`src/common/stbuf_pkg.sv`:
```
// shared sizes, enums and structs for the store buffer; imported by every store buffer module
`default_nettype none

package stbuf_pkg;

   // ------------------------------------------------------------
   // sizes
   // ------------------------------------------------------------
   localparam int ADDR_WIDTH   = 16;   // store address
   localparam int DATA_WIDTH   = 32;   // one data word
   localparam int BYTE_WIDTH   = 4;    // bytes per word
   localparam int OFFSET_WIDTH = 2;    // byte offset inside a word

   localparam int DEPTH        = 4;    // queue entries
   localparam int PTR_WIDTH    = 2;    // queue pointer, wraps at DEPTH

   // ------------------------------------------------------------
   // enums
   // ------------------------------------------------------------
   // access size of a committed store
   typedef enum logic [1:0] {
      SIZE_BYTE = 2'd0,
      SIZE_HALF = 2'd1,
      SIZE_WORD = 2'd2
   } access_size_e;

   // drain stage, idle or holding a memory write
   typedef enum logic {
      DRAIN_IDLE = 1'b0,
      DRAIN_BUSY = 1'b1
   } drain_state_e;

   // ------------------------------------------------------------
   // structs
   // ------------------------------------------------------------
   // store as it arrives from commit, value in the low lanes
   typedef struct packed {
      logic [ADDR_WIDTH-1:0] addr;
      access_size_e          size;
      logic [DATA_WIDTH-1:0] data;
   } store_req_t;

   // packed store, also the memory write request
   typedef struct packed {
      logic [ADDR_WIDTH-OFFSET_WIDTH-1:0] word_addr;
      logic [BYTE_WIDTH-1:0]              byteen;
      logic [DATA_WIDTH-1:0]              data;     // lane aligned
   } stbuf_entry_t;

   // merged load forwarding result
   typedef struct packed {
      logic [BYTE_WIDTH-1:0] byteen;
      logic [DATA_WIDTH-1:0] data;
   } fwd_result_t;

endpackage

`default_nettype wire

```
`src/stbuf/store_packer.sv`:
```
// packing stage, turns a committed store into a byte-enabled entry held in one register stage
`timescale 1ns/10ps
`default_nettype none

module store_packer
   import stbuf_pkg::*;
(
   input  logic         clk,
   input  logic         reset,

   // committed store in
   input  logic         store_valid,
   input  store_req_t   store,
   output logic         store_ready,

   // packed entry to the queue
   output logic         pack_valid,
   output stbuf_entry_t pack_entry,
   input  logic         pack_ready
);

   logic [BYTE_WIDTH-1:0]   size_byteen;     // enables before the offset shift
   logic [OFFSET_WIDTH-1:0] offset;
   stbuf_entry_t            packed_entry;
   logic                    load;

   // ------------------------------------------------------------
   // size and offset decode
   // ------------------------------------------------------------
   assign offset = store.addr[OFFSET_WIDTH-1:0];

   always_comb begin
      case (store.size)
         SIZE_BYTE: size_byteen = 4'b0001;
         SIZE_HALF: size_byteen = 4'b0011;
         SIZE_WORD: size_byteen = 4'b1111;
         default:   size_byteen = 4'b0000;   // unused encoding writes nothing
      endcase
   end

   always_comb begin
      packed_entry.word_addr = store.addr[ADDR_WIDTH-1:OFFSET_WIDTH];
      packed_entry.byteen    = size_byteen << offset;
      packed_entry.data      = store.data << {offset, 3'b000};   // 8 bits per lane
   end

   // ------------------------------------------------------------
   // one-entry pipeline register
   // ------------------------------------------------------------
   // free slot, or the current entry leaves this cycle
   assign store_ready = ~pack_valid | pack_ready;
   assign load        = store_valid & store_ready;

   always_ff @(posedge clk) begin
      if (reset) begin
         pack_valid        <= 1'b0;
         pack_entry.byteen <= '0;
      end else if (load) begin
         pack_valid <= 1'b1;
         pack_entry <= packed_entry;
      end else if (pack_ready) begin
         pack_valid <= 1'b0;   // moved into the queue
      end
   end

endmodule

`default_nettype wire

```
`src/stbuf/stbuf_queue.sv`:
```
// circular store queue between packer and drain, exposes all entries for load forwarding
`timescale 1ns/10ps
`default_nettype none

module stbuf_queue
   import stbuf_pkg::*;
(
   input  logic                     clk,
   input  logic                     reset,

   // push side from the packer
   input  logic                     pack_valid,
   input  stbuf_entry_t             pack_entry,
   output logic                     pack_ready,

   // oldest entry to the drain stage
   output logic                     head_valid,
   output stbuf_entry_t             head_entry,
   input  logic                     pop,

   // full view for forwarding
   output stbuf_entry_t [DEPTH-1:0] entries,
   output logic [DEPTH-1:0]         entry_valid,
   output logic [PTR_WIDTH-1:0]     wr_ptr,

   output logic                     empty,
   output logic                     full
);

   logic [PTR_WIDTH-1:0] rd_ptr;
   logic [PTR_WIDTH:0]   num_valid;   // 0 .. DEPTH
   logic                 push;
   logic                 do_pop;

   // ------------------------------------------------------------
   // occupancy
   // ------------------------------------------------------------
   always_comb begin
      num_valid = '0;
      for (int i = 0; i < DEPTH; i++) begin
         num_valid = num_valid + {{PTR_WIDTH{1'b0}}, entry_valid[i]};
      end
   end

   assign empty = (num_valid == '0);
   assign full  = (num_valid == (PTR_WIDTH+1)'(DEPTH));

   assign pack_ready = ~full;
   assign push       = pack_valid & pack_ready;
   assign do_pop     = pop & head_valid;

   // head is always at the read pointer
   assign head_valid = entry_valid[rd_ptr];
   assign head_entry = entries[rd_ptr];

   // ------------------------------------------------------------
   // pointers and valid bits
   // ------------------------------------------------------------
   // push and pop never hit the same slot, full blocks push and empty blocks pop
   always_ff @(posedge clk) begin
      if (reset) begin
         wr_ptr      <= '0;
         rd_ptr      <= '0;
         entry_valid <= '0;
      end else begin
         if (push) begin
            entry_valid[wr_ptr] <= 1'b1;
            wr_ptr              <= wr_ptr + PTR_WIDTH'(1);
         end
         if (do_pop) begin
            entry_valid[rd_ptr] <= 1'b0;
            rd_ptr              <= rd_ptr + PTR_WIDTH'(1);
         end
      end
   end

   // ------------------------------------------------------------
   // entry storage
   // ------------------------------------------------------------
   always_ff @(posedge clk) begin
      if (push) begin
         entries[wr_ptr] <= pack_entry;
      end
   end

endmodule

`default_nettype wire

```
`src/stbuf/stbuf_forward.sv`:
```
// load forwarding search over all pending stores, youngest match wins per byte, result registered
`timescale 1ns/10ps
`default_nettype none

module stbuf_forward
   import stbuf_pkg::*;
(
   input  logic                     clk,
   input  logic                     reset,

   // load lookup
   input  logic                     ld_valid,
   input  logic [ADDR_WIDTH-1:0]    ld_addr,

   // queue contents
   input  stbuf_entry_t [DEPTH-1:0] entries,
   input  logic [DEPTH-1:0]         entry_valid,
   input  logic [PTR_WIDTH-1:0]     wr_ptr,

   // oldest candidate, the request in the drain stage
   input  logic                     drain_valid,
   input  stbuf_entry_t             drain_entry,

   // youngest candidate, the store in the packer
   input  logic                     pack_valid,
   input  stbuf_entry_t             pack_entry,

   output logic                     fwd_valid,
   output fwd_result_t              fwd
);

   logic [ADDR_WIDTH-OFFSET_WIDTH-1:0] ld_word;
   fwd_result_t                        merged;

   assign ld_word = ld_addr[ADDR_WIDTH-1:OFFSET_WIDTH];

   // overlay one candidate on the running result
   function automatic fwd_result_t merge_one(
      input fwd_result_t                        acc,
      input logic                               vld,
      input stbuf_entry_t                       cand,
      input logic [ADDR_WIDTH-OFFSET_WIDTH-1:0] word
   );
      fwd_result_t res;
      logic        hit;
      res = acc;
      hit = vld & (cand.word_addr == word);
      for (int b = 0; b < BYTE_WIDTH; b++) begin
         if (hit & cand.byteen[b]) begin
            res.byteen[b]       = 1'b1;
            res.data[8*b +: 8]  = cand.data[8*b +: 8];
         end
      end
      return res;
   endfunction

   // ------------------------------------------------------------
   // oldest to youngest search
   // ------------------------------------------------------------
   always_comb begin : search
      logic [PTR_WIDTH-1:0] idx;
      merged = '0;
      merged = merge_one(merged, drain_valid, drain_entry, ld_word);

      // starting at wr_ptr walks the ring oldest first, empty slots drop out
      for (int i = 0; i < DEPTH; i++) begin
         idx    = wr_ptr + PTR_WIDTH'(i);
         merged = merge_one(merged, entry_valid[idx], entries[idx], ld_word);
      end

      merged = merge_one(merged, pack_valid, pack_entry, ld_word);   // just in time
   end

   // ------------------------------------------------------------
   // result register
   // ------------------------------------------------------------
   always_ff @(posedge clk) begin
      if (reset) begin
         fwd_valid  <= 1'b0;
         fwd.byteen <= '0;
      end else begin
         fwd_valid <= ld_valid;
         if (ld_valid) begin
            fwd <= merged;
         end
      end
   end

endmodule

`default_nettype wire

```
`src/stbuf/stbuf_drain.sv`:
```
// drain stage, takes the oldest queue entry and holds it as a memory write until accepted
`timescale 1ns/10ps
`default_nettype none

module stbuf_drain
   import stbuf_pkg::*;
(
   input  logic         clk,
   input  logic         reset,

   // oldest entry from the queue
   input  logic         head_valid,
   input  stbuf_entry_t head_entry,
   output logic         pop,

   // data memory write port
   output logic         mem_valid,
   output stbuf_entry_t mem_req,
   input  logic         mem_ready
);

   drain_state_e state;
   drain_state_e state_next;
   logic         accept;

   assign mem_valid = (state == DRAIN_BUSY);
   assign accept    = mem_valid & mem_ready;

   // refill at the accepting edge, no bubble between writes
   assign pop = head_valid & ((state == DRAIN_IDLE) | accept);

   always_comb begin
      state_next = state;
      if (pop) begin
         state_next = DRAIN_BUSY;
      end else if (accept) begin
         state_next = DRAIN_IDLE;
      end
   end

   always_ff @(posedge clk) begin
      if (reset) begin
         state          <= DRAIN_IDLE;
         mem_req.byteen <= '0;
      end else begin
         state <= state_next;
         if (pop) begin
            mem_req <= head_entry;   // held steady while memory stalls
         end
      end
   end

endmodule

`default_nettype wire

```
`src/lsu_stbuf.sv`:
```
// store buffer top, packer into queue into drain, with forwarding search across all three
`timescale 1ns/10ps
`default_nettype none

module lsu_stbuf
   import stbuf_pkg::*;
(
   input  logic                  clk,
   input  logic                  reset,

   // committed stores
   input  logic                  store_valid,
   input  store_req_t            store,
   output logic                  store_ready,

   // data memory writes
   output logic                  mem_valid,
   output stbuf_entry_t          mem_req,
   input  logic                  mem_ready,

   // load lookup
   input  logic                  ld_valid,
   input  logic [ADDR_WIDTH-1:0] ld_addr,
   output logic                  fwd_valid,
   output fwd_result_t           fwd,

   output logic                  empty,
   output logic                  full
);

   // ------------------------------------------------------------
   // internal links
   // ------------------------------------------------------------
   logic                     pack_valid;
   stbuf_entry_t             pack_entry;
   logic                     pack_ready;

   logic                     head_valid;
   stbuf_entry_t             head_entry;
   logic                     pop;

   stbuf_entry_t [DEPTH-1:0] entries;
   logic [DEPTH-1:0]         entry_valid;
   logic [PTR_WIDTH-1:0]     wr_ptr;

   // ------------------------------------------------------------
   // blocks
   // ------------------------------------------------------------
   store_packer packer_i (
      .clk         (clk),
      .reset       (reset),
      .store_valid (store_valid),
      .store       (store),
      .store_ready (store_ready),
      .pack_valid  (pack_valid),
      .pack_entry  (pack_entry),
      .pack_ready  (pack_ready)
   );

   stbuf_queue queue_i (
      .clk         (clk),
      .reset       (reset),
      .pack_valid  (pack_valid),
      .pack_entry  (pack_entry),
      .pack_ready  (pack_ready),
      .head_valid  (head_valid),
      .head_entry  (head_entry),
      .pop         (pop),
      .entries     (entries),
      .entry_valid (entry_valid),
      .wr_ptr      (wr_ptr),
      .empty       (empty),
      .full        (full)
   );

   stbuf_drain drain_i (
      .clk        (clk),
      .reset      (reset),
      .head_valid (head_valid),
      .head_entry (head_entry),
      .pop        (pop),
      .mem_valid  (mem_valid),
      .mem_req    (mem_req),
      .mem_ready  (mem_ready)
   );

   // drain request counts as pending until the memory takes it
   stbuf_forward forward_i (
      .clk         (clk),
      .reset       (reset),
      .ld_valid    (ld_valid),
      .ld_addr     (ld_addr),
      .entries     (entries),
      .entry_valid (entry_valid),
      .wr_ptr      (wr_ptr),
      .drain_valid (mem_valid),
      .drain_entry (mem_req),
      .pack_valid  (pack_valid),
      .pack_entry  (pack_entry),
      .fwd_valid   (fwd_valid),
      .fwd         (fwd)
   );

endmodule

`default_nettype wire

```
`config.mk`:
```
export PLATFORM = sky130hd
export DESIGN_NAME = lsu_stbuf
export DESIGN_NICKNAME = d
export VERILOG_FILES = /design/src/common/stbuf_pkg.sv /design/src/stbuf/store_packer.sv /design/src/stbuf/stbuf_queue.sv /design/src/stbuf/stbuf_forward.sv /design/src/stbuf/stbuf_drain.sv /design/src/lsu_stbuf.sv
export SDC_FILE = /design/constraint.sdc
export NUM_CORES = 1
export LEC_CHECK = 0
export BUFFER_PORTS_ARGS = -buffer_cell sky130_fd_sc_hd__clkbuf_2
export CAP_MARGIN = 5
export CORE_ASPECT_RATIO = 0.8
export CORE_MARGIN = 3
export CORE_UTILIZATION = 65
export DETAILED_ROUTE_END_ITERATION = 8
export PLACE_DENSITY_LB_ADDON = 0.3
export SLEW_MARGIN = 25
export SYNTH_ARGS = -nofsm -noshare
export SYNTH_HDL_FRONTEND = slang
export SYNTH_SLANG_ARGS = --single-unit
```
`constraint.sdc`:
```
create_clock -name clk -period 7.75 [get_ports clk]
set_input_delay 1.55 -clock clk [delete_from_list [all_inputs] [get_ports clk]]
set_output_delay 1.55 -clock clk [all_outputs]
set_load 0.005 [all_outputs]
```
==> flow_summary.yaml, run 1 <==
outcome:
  status: "complete, no violations"
synthesis:
  ys_warn_count: 0
  yosysTopAreaCell: "edfxtp_1"
  syn_area_mm2: 0.0201
  synthCells: 1565
  synth.area.top_cells: "edfxtp_1 48%, mux4_2 8.4%, mux2i_1 6.5%, mux2_2 4.4%, xnor2_1 2.6%"
  ys_types: 67
  synth_top_area_frac: 0.485
  yosys-top-cells-count: "324 x edfxtp_1, 130 x mux2i_1, 112 x nor2_1"
  ys_ff_latch: 347
  yosysMostFrequentCell: "edfxtp_1"
  synth_nets: 1649
  synthArstFlopShare: 0
  ys_seq_area_frac: 0.508
  synth_edf_count: 324
  synth_flop_cell: "edfxtp_1"
  avgSynthCellArea_um2: 12.8
place:
  portBuffers: 159
  hpwlAfterDp_um: 33900
  dp_cells: 2022
  routabilityCongestion: 0.897
cts:
  cts_tree: "built"
  root_buffer: "clkbuf_16"
  cts_sinks: 347
  h-tree-depth: 2
  clockBufferDepth: 3
  cts_made_buffers: 36
  postCtsSetupBuffers: 0
  ctsResizeCount: 0
  ctsHoldBuffers: 0
  clk_pin_slew_worst_paths_ps: 60
  clock_latency_ps: 520
drt:
  via_per_inst: 6.85
  vias: 14300
  drtIter0Drc: 2086
  wire_per_inst_um: 25.6
  drt-total-wl_um: 53500
  drc_errors: 0
  first_pass_iters: 8
  ant_nets: 0
floorplanning:
  coreArea_mm2: 0.0298
  placementRows: 56
  die_x_um: 203
  die_y_um: 163
  io_pins: 162
  design.die.area_mm2: 0.0330
  initial_utilization: 0.673
sta:
  rsz0062_at_grt: "false"
  clock.fmax_mhz: 179
  fin_tns_setup_ps: 0
  fin_crit_ps: 5590
  maxSlewViolCount: 0
  worst_pin_slew_ps: 1060
  period_share: 0.721
  hold_slack_ps: 478
  finalHoldViolCount: 0
  finClkSkew_ps: 10.8
  max-slew-margin-rel: 0.293
  setup_viol: 0
worst_setup_path:
  start_kind: "flip-flop"
  required_ps: 8040
  critPathMaxStageDelay_ps: 850
  critical_path.max_fanout: 66
  worstPathArrival_ps: 5880
  cpMaxStageDelayCell: "buf_4"
  cpMostUsedCell: "buf_4"
  crit_chain: "buf_4, buf_4, mux4_2, xnor2_1, o2111ai_1, nor4_4, o2111ai_2, a211oi_2, o21ai_1, a221oi_2"
  critPathCaptureType: "flip-flop"
  critPathKind: "reg -> reg"
global_route:
  grt_usage: 0.322
  grt_pass1_vias: 14000
  overflow: 0
  antenna_found_initial: 1
  grt_pass1_wl_um: 81500
  grt_max_degree: 89
finish:
  utilization: 0.740
  nFillCells: 1993
  stdcell_count: 2085
  diodes: 0
  nNetsFinal: 1738
  drive_gt1_frac: 0.278
  area_delta_synth_final_pct: 9.98
power:
  leakagePower_nw: 7.29
  powerDensity_mw_per_mm2: 202
  peakVddDrop_v: 0.000147
flow_run:
  drv_cap: 0
worst_hold_path:
  hold_path.class: "reg -> reg"
cell families after synthesis:
group                      Yosys count  synth area share
and+or+nand+nor                    345            0.0865
xor gates and xnor gates            88            0.0384
adders and majority gates           13           0.00847
DFF                                347             0.508
buffers and inverters              140            0.0332
AOI/OAI and AO/OA                  341             0.124
muxes                              291             0.202
power breakdown:
| group | leakage [nW] | switching, W | total [W] | internal (W) |
|---|---|---|---|---|
| Clock | 0.541 | 0.000710 | 0.00166 | 0.000950 |
| Sequential | 3.18 | 0.0000701 | 0.00219 | 0.00212 |
| Combinational | 3.57 | 0.000356 | 0.000617 | 0.000261 |
| Total | 7.29 | 0.00114 | 0.00447 | 0.00333 |
final timing paths:
check,from,to,slack (ps),cells after the start
max,queue_i.wr_ptr[0],forward_i.fwd[4],2160,10
min reg2reg,forward_i.fwd[32],forward_i.fwd[32],480,2
max reg2reg,queue_i.wr_ptr[0],forward_i.fwd[4],2160,10
min,forward_i.fwd[32],forward_i.fwd[32],480,2
metrics by stage:
stage / setup WS, ps / power [W] / instance area [um^2]
floorplan: 2970 / 0.00266 / 20100
global placement: 2440 / 0.00281 / 20900
detailed placement: 2270 / 0.00283 / 21000
CTS: 2240 / 0.00446 / 22100
global route: 1840 / 0.00460 / 22100
finish: 2160 / 0.00447 / 22100
layer usage:
layer / wire length (um) / vias up / track usage
met5: 13 / - / 0
met1: 21000 / 6960 / 0.476
met2: 23700 / 962 / 0.481
met4: 1540 / 2 / 0.108
met3: 7260 / 122 / 0.0729
li1: - / 6237 / -
registers in the layout, indices dropped and copies added, names as in the netlist:
register,cells
queue_i.entries,200
forward_i.fwd,36
packer_i.pack_entry,50
drain_i.mem_valid,1
queue_i.wr_ptr,2
queue_i.entry_valid,4
forward_i.fwd_valid,1
queue_i.rd_ptr,2
drain_i.mem_req,50
packer_i.pack_valid,1
area by class of cell:
type	count	area, um^2	share of cell area
Clock inverter	16	125	0.00567
Timing Repair Buffer	174	932	0.0422
Multi-Input combinational cell	1078	9280	0.420
Tap cell	406	508	0.0230
Sequential cell	347	10200	0.462
Inverter	17	63.8	0.00289
Clock buffer	47	973	0.0441
cell usage in the layout (no fill, tap or decap), types with 7 or more instances in the layout:
cell	synthesis	routed
edfxtp_1	324	324
clkbuf_2	3	159
nor2_1	112	111
mux2i_1	130	130
clkbuf_16	0	37
and3_1	32	32
o21ai_0	83	83
a211oi_2	25	25
inv_1	16	16
nor3_1	12	12
clkinv_1	0	7
o22ai_1	33	33
nand2_1	98	98
mux4_2	75	75
xnor2_1	59	59
ha_1	12	11
buf_4	1	13
a221oi_2	32	32
xor2_1	29	29
clkbuf_1	62	9
and2_1	20	16
dfxtp_1	23	19
a21oi_1	89	89
nand4_1	11	11
mux2_2	79	79
nand2b_1	7	7
a211oi_1	19	19
nor2b_1	18	16
o21ai_1	32	32
critical path, delay by kind of cell, from the launching register on:
kind	cells	cell delay, ps
flip-flops	1	690
AO/OA/AOI/OAI	5	1770
XOR/XNOR	1	150
AND/OR/NAND/NOR	1	680
buffers and inverters	2	1420
multiplexers	1	610
No activity file was read; power rests on OpenSTA's default activity.
==> run 2: changes to the inputs <==
--- a/config.mk
+++ b/config.mk
@@ -9,7 +9,7 @@
 export CAP_MARGIN = 5
 export CORE_ASPECT_RATIO = 0.8
 export CORE_MARGIN = 3
-export CORE_UTILIZATION = 65
+export CORE_UTILIZATION = 61
 export DETAILED_ROUTE_END_ITERATION = 8
 export PLACE_DENSITY_LB_ADDON = 0.3
 export SLEW_MARGIN = 25
==> constraint.sdc (replaced) <==
create_clock -name clk -period 5.4 [get_ports clk]
set_input_delay 1.08 -clock clk [delete_from_list [all_inputs] [get_ports clk]]
set_output_delay 1.08 -clock clk [all_outputs]
set_load 0.005 [all_outputs]
==> run 2 against run 1 <==
Sequential share of layout area is 0.57 points lower; total power grew 49%; count of clock-buffer cells in the layout fell by 1; combinational power grew 45%; critical path type unchanged; routed wire length grew 2.0%; sequential power is 43% higher.
==> flow_summary.yaml, run 2 (same netlist as run 1, synthesis figures left out) <==
worst_setup_path:
  rr_startpoint: "queue_i.wr_ptr[0]"
  critPathCaptureType: "flip-flop"
  start_kind: "flip-flop"
  cpMaxStageDelayCell: "or4_1"
  crit_chain: "inv_1, ha_4, mux4_1, xnor2_1, nand4_1, or4_1, or3b_1, o22ai_1, a221oi_2"
  critPathMaxStageDelay_ps: 870
  critPathKind: "reg -> reg"
  ff2ff_setup_slack_ps: 670
  critical_path.max_fanout: 35
  worstPathArrival_ps: 4990
  required_ps: 5660
  cp-startpoint: "queue_i.wr_ptr[0]"
drt:
  first_pass_iters: 6
  wire_per_inst_um: 25.8
  vias: 14400
  ant_nets: 0
  drtIter0Drc: 1780
  drt-total-wl_um: 54500
  via_per_inst: 6.83
  drc_errors: 0
cts:
  clock_latency_ps: 540
  cts_sinks: 347
  cts_tree: "built"
  clk_pin_slew_worst_paths_ps: 60
  h-tree-depth: 2
  ctsHoldBuffers: 0
  cts_made_buffers: 37
  postCtsSetupBuffers: 0
  root_buffer: "clkbuf_16"
  ctsResizeCount: 0
  clockBufferDepth: 3
outcome:
  status: "complete, no violations"
power:
  peakVddDrop_v: 0.000258
  switching_share: 0.252
  leakagePower_nw: 7.43
  switching_power_w: 0.00168
  powerDensity_mw_per_mm2: 298
  power_frac_comb: 0.134
  p_seq_frac: 0.472
  clkPwrFrac: 0.393
  internal_power_w: 0.00498
floorplanning:
  die_y_um: 168
  io_pins: 162
  placementRows: 58
  design.die.area_mm2: 0.0351
  initial_utilization: 0.629
  die_x_um: 209
  coreArea_mm2: 0.0319
flow_run:
  drv_cap: 0
sta:
  clock.fmax_mhz: 211
  fin_crit_ps: 4730
  worst_pin_slew_ps: 1080
  setup_viol: 0
  maxSlewViolCount: 0
  finClkSkew_ps: 23.0
  max-slew-margin-rel: 0.282
  period_share: 0.877
  rsz0062_at_grt: "false"
  finalHoldViolCount: 0
  fin_tns_setup_ps: 0
place:
  placed_cell_area_mm2: 0.0211
  routabilityCongestion: 0.929
  portBuffers: 159
  hpwlAfterDp_um: 34000
global_route:
  grt_pass1_vias: 13900
  grt_usage: 0.303
  grt_max_degree: 89
  antenna_found_initial: 0
  grt_pass1_wl_um: 82600
  overflow: 0
finish:
  largest_reg_flops: 200
  diodes: 0
  regMostFlops: "queue_i.entries"
  final_cell_mix: "324 x edfxtp_1, 159 x clkbuf_2, 130 x mux2i_1, 111 x nor2_1, 98 x nand2_1"
  fin_area_mm2: 0.0224
  drive_gt1_frac: 0.290
  layout_commonest_cell: "edfxtp_1"
  nNetsFinal: 1751
  largestRegisters: "queue_i.entries (200), drain_i.mem_req (50), packer_i.pack_entry (50)"
  area_delta_synth_final_pct: 11.4
worst_hold_path:
  hold_path.startpoint: "forward_i.fwd[32]"
  hold_path.class: "reg -> reg"
## run 2: layer usage
metal | wire length (um) | part of all wire | vias to the layer above | track usage
li1 | - | - | 6286 | -
met2 | 24600 | 0.45 | 966 | 0.456
met5 | 0 | 0 | - | 0
met3 | 6160 | 0.11 | 149 | 0.0620
met4 | 1880 | 0.034 | 0 | 0.115
met1 | 21900 | 0.40 | 7042 | 0.440
## run 2: final timing paths
path / end / depth (start not counted)
worst max-delay path: forward_i.fwd[17] / 9
worst min-delay path: forward_i.fwd[32] / 2
worst max register to register: forward_i.fwd[17] / 9
worst min register to register: forward_i.fwd[32] / 2
## run 2: cell type report
| class | instances | area [um^2] |
|---|---|---|
| clock buffers | 46 | 1030 |
| clock inverters | 21 | 216 |
| fillers | 2167 | 9570 |
| inverters | 17 | 63.8 |
| multi-input cells | 1078 | 9270 |
| flip-flops and latches | 347 | 10200 |
| well taps | 420 | 526 |
| repair buffers | 186 | 1050 |
## run 2: power by group through the flow
stage / logic [W] / registers [W] / clock network, W
2_1_floorplan: 0.000672 / 0.00315 / 0
3_3_place_gp: 0.000850 / 0.00319 / 0
3_5_place_dp: 0.000874 / 0.00320 / 0
4_1_cts: 0.000881 / 0.00314 / 0.00263
5_1_grt: 0.000953 / 0.00316 / 0.00274
6_report: 0.000894 / 0.00314 / 0.00262
## run 2: per-stage QoR
| step | hold slack, ps | utilization | worst slack (ps) | instances | power [W] |
|---|---|---|---|---|---|
| final | 485 | 0.700 | 667 | 2115 | 0.00666 |
| after CTS | 488 | 0.700 | 754 | 2115 | 0.00666 |
| after floorplan | 469 | - | 824 | 1565 | 0.00382 |
| after global routing | 518 | 0.700 | 423 | 2115 | 0.00685 |
| after detailed placement | 477 | 0.661 | 780 | 2048 | 0.00407 |
| after global placement | 465 | 0.659 | 944 | 2046 | 0.00404 |
## run 2: critical path: cells and delay by family, from the launching register on
family          cells  cell delay, ps
xor+xnor            1             460
flops               1             700
compound gates      2             350
buf+inv             1             210
fa+ha+maj           1             520
simple gates        3            1810
mux                 1             380
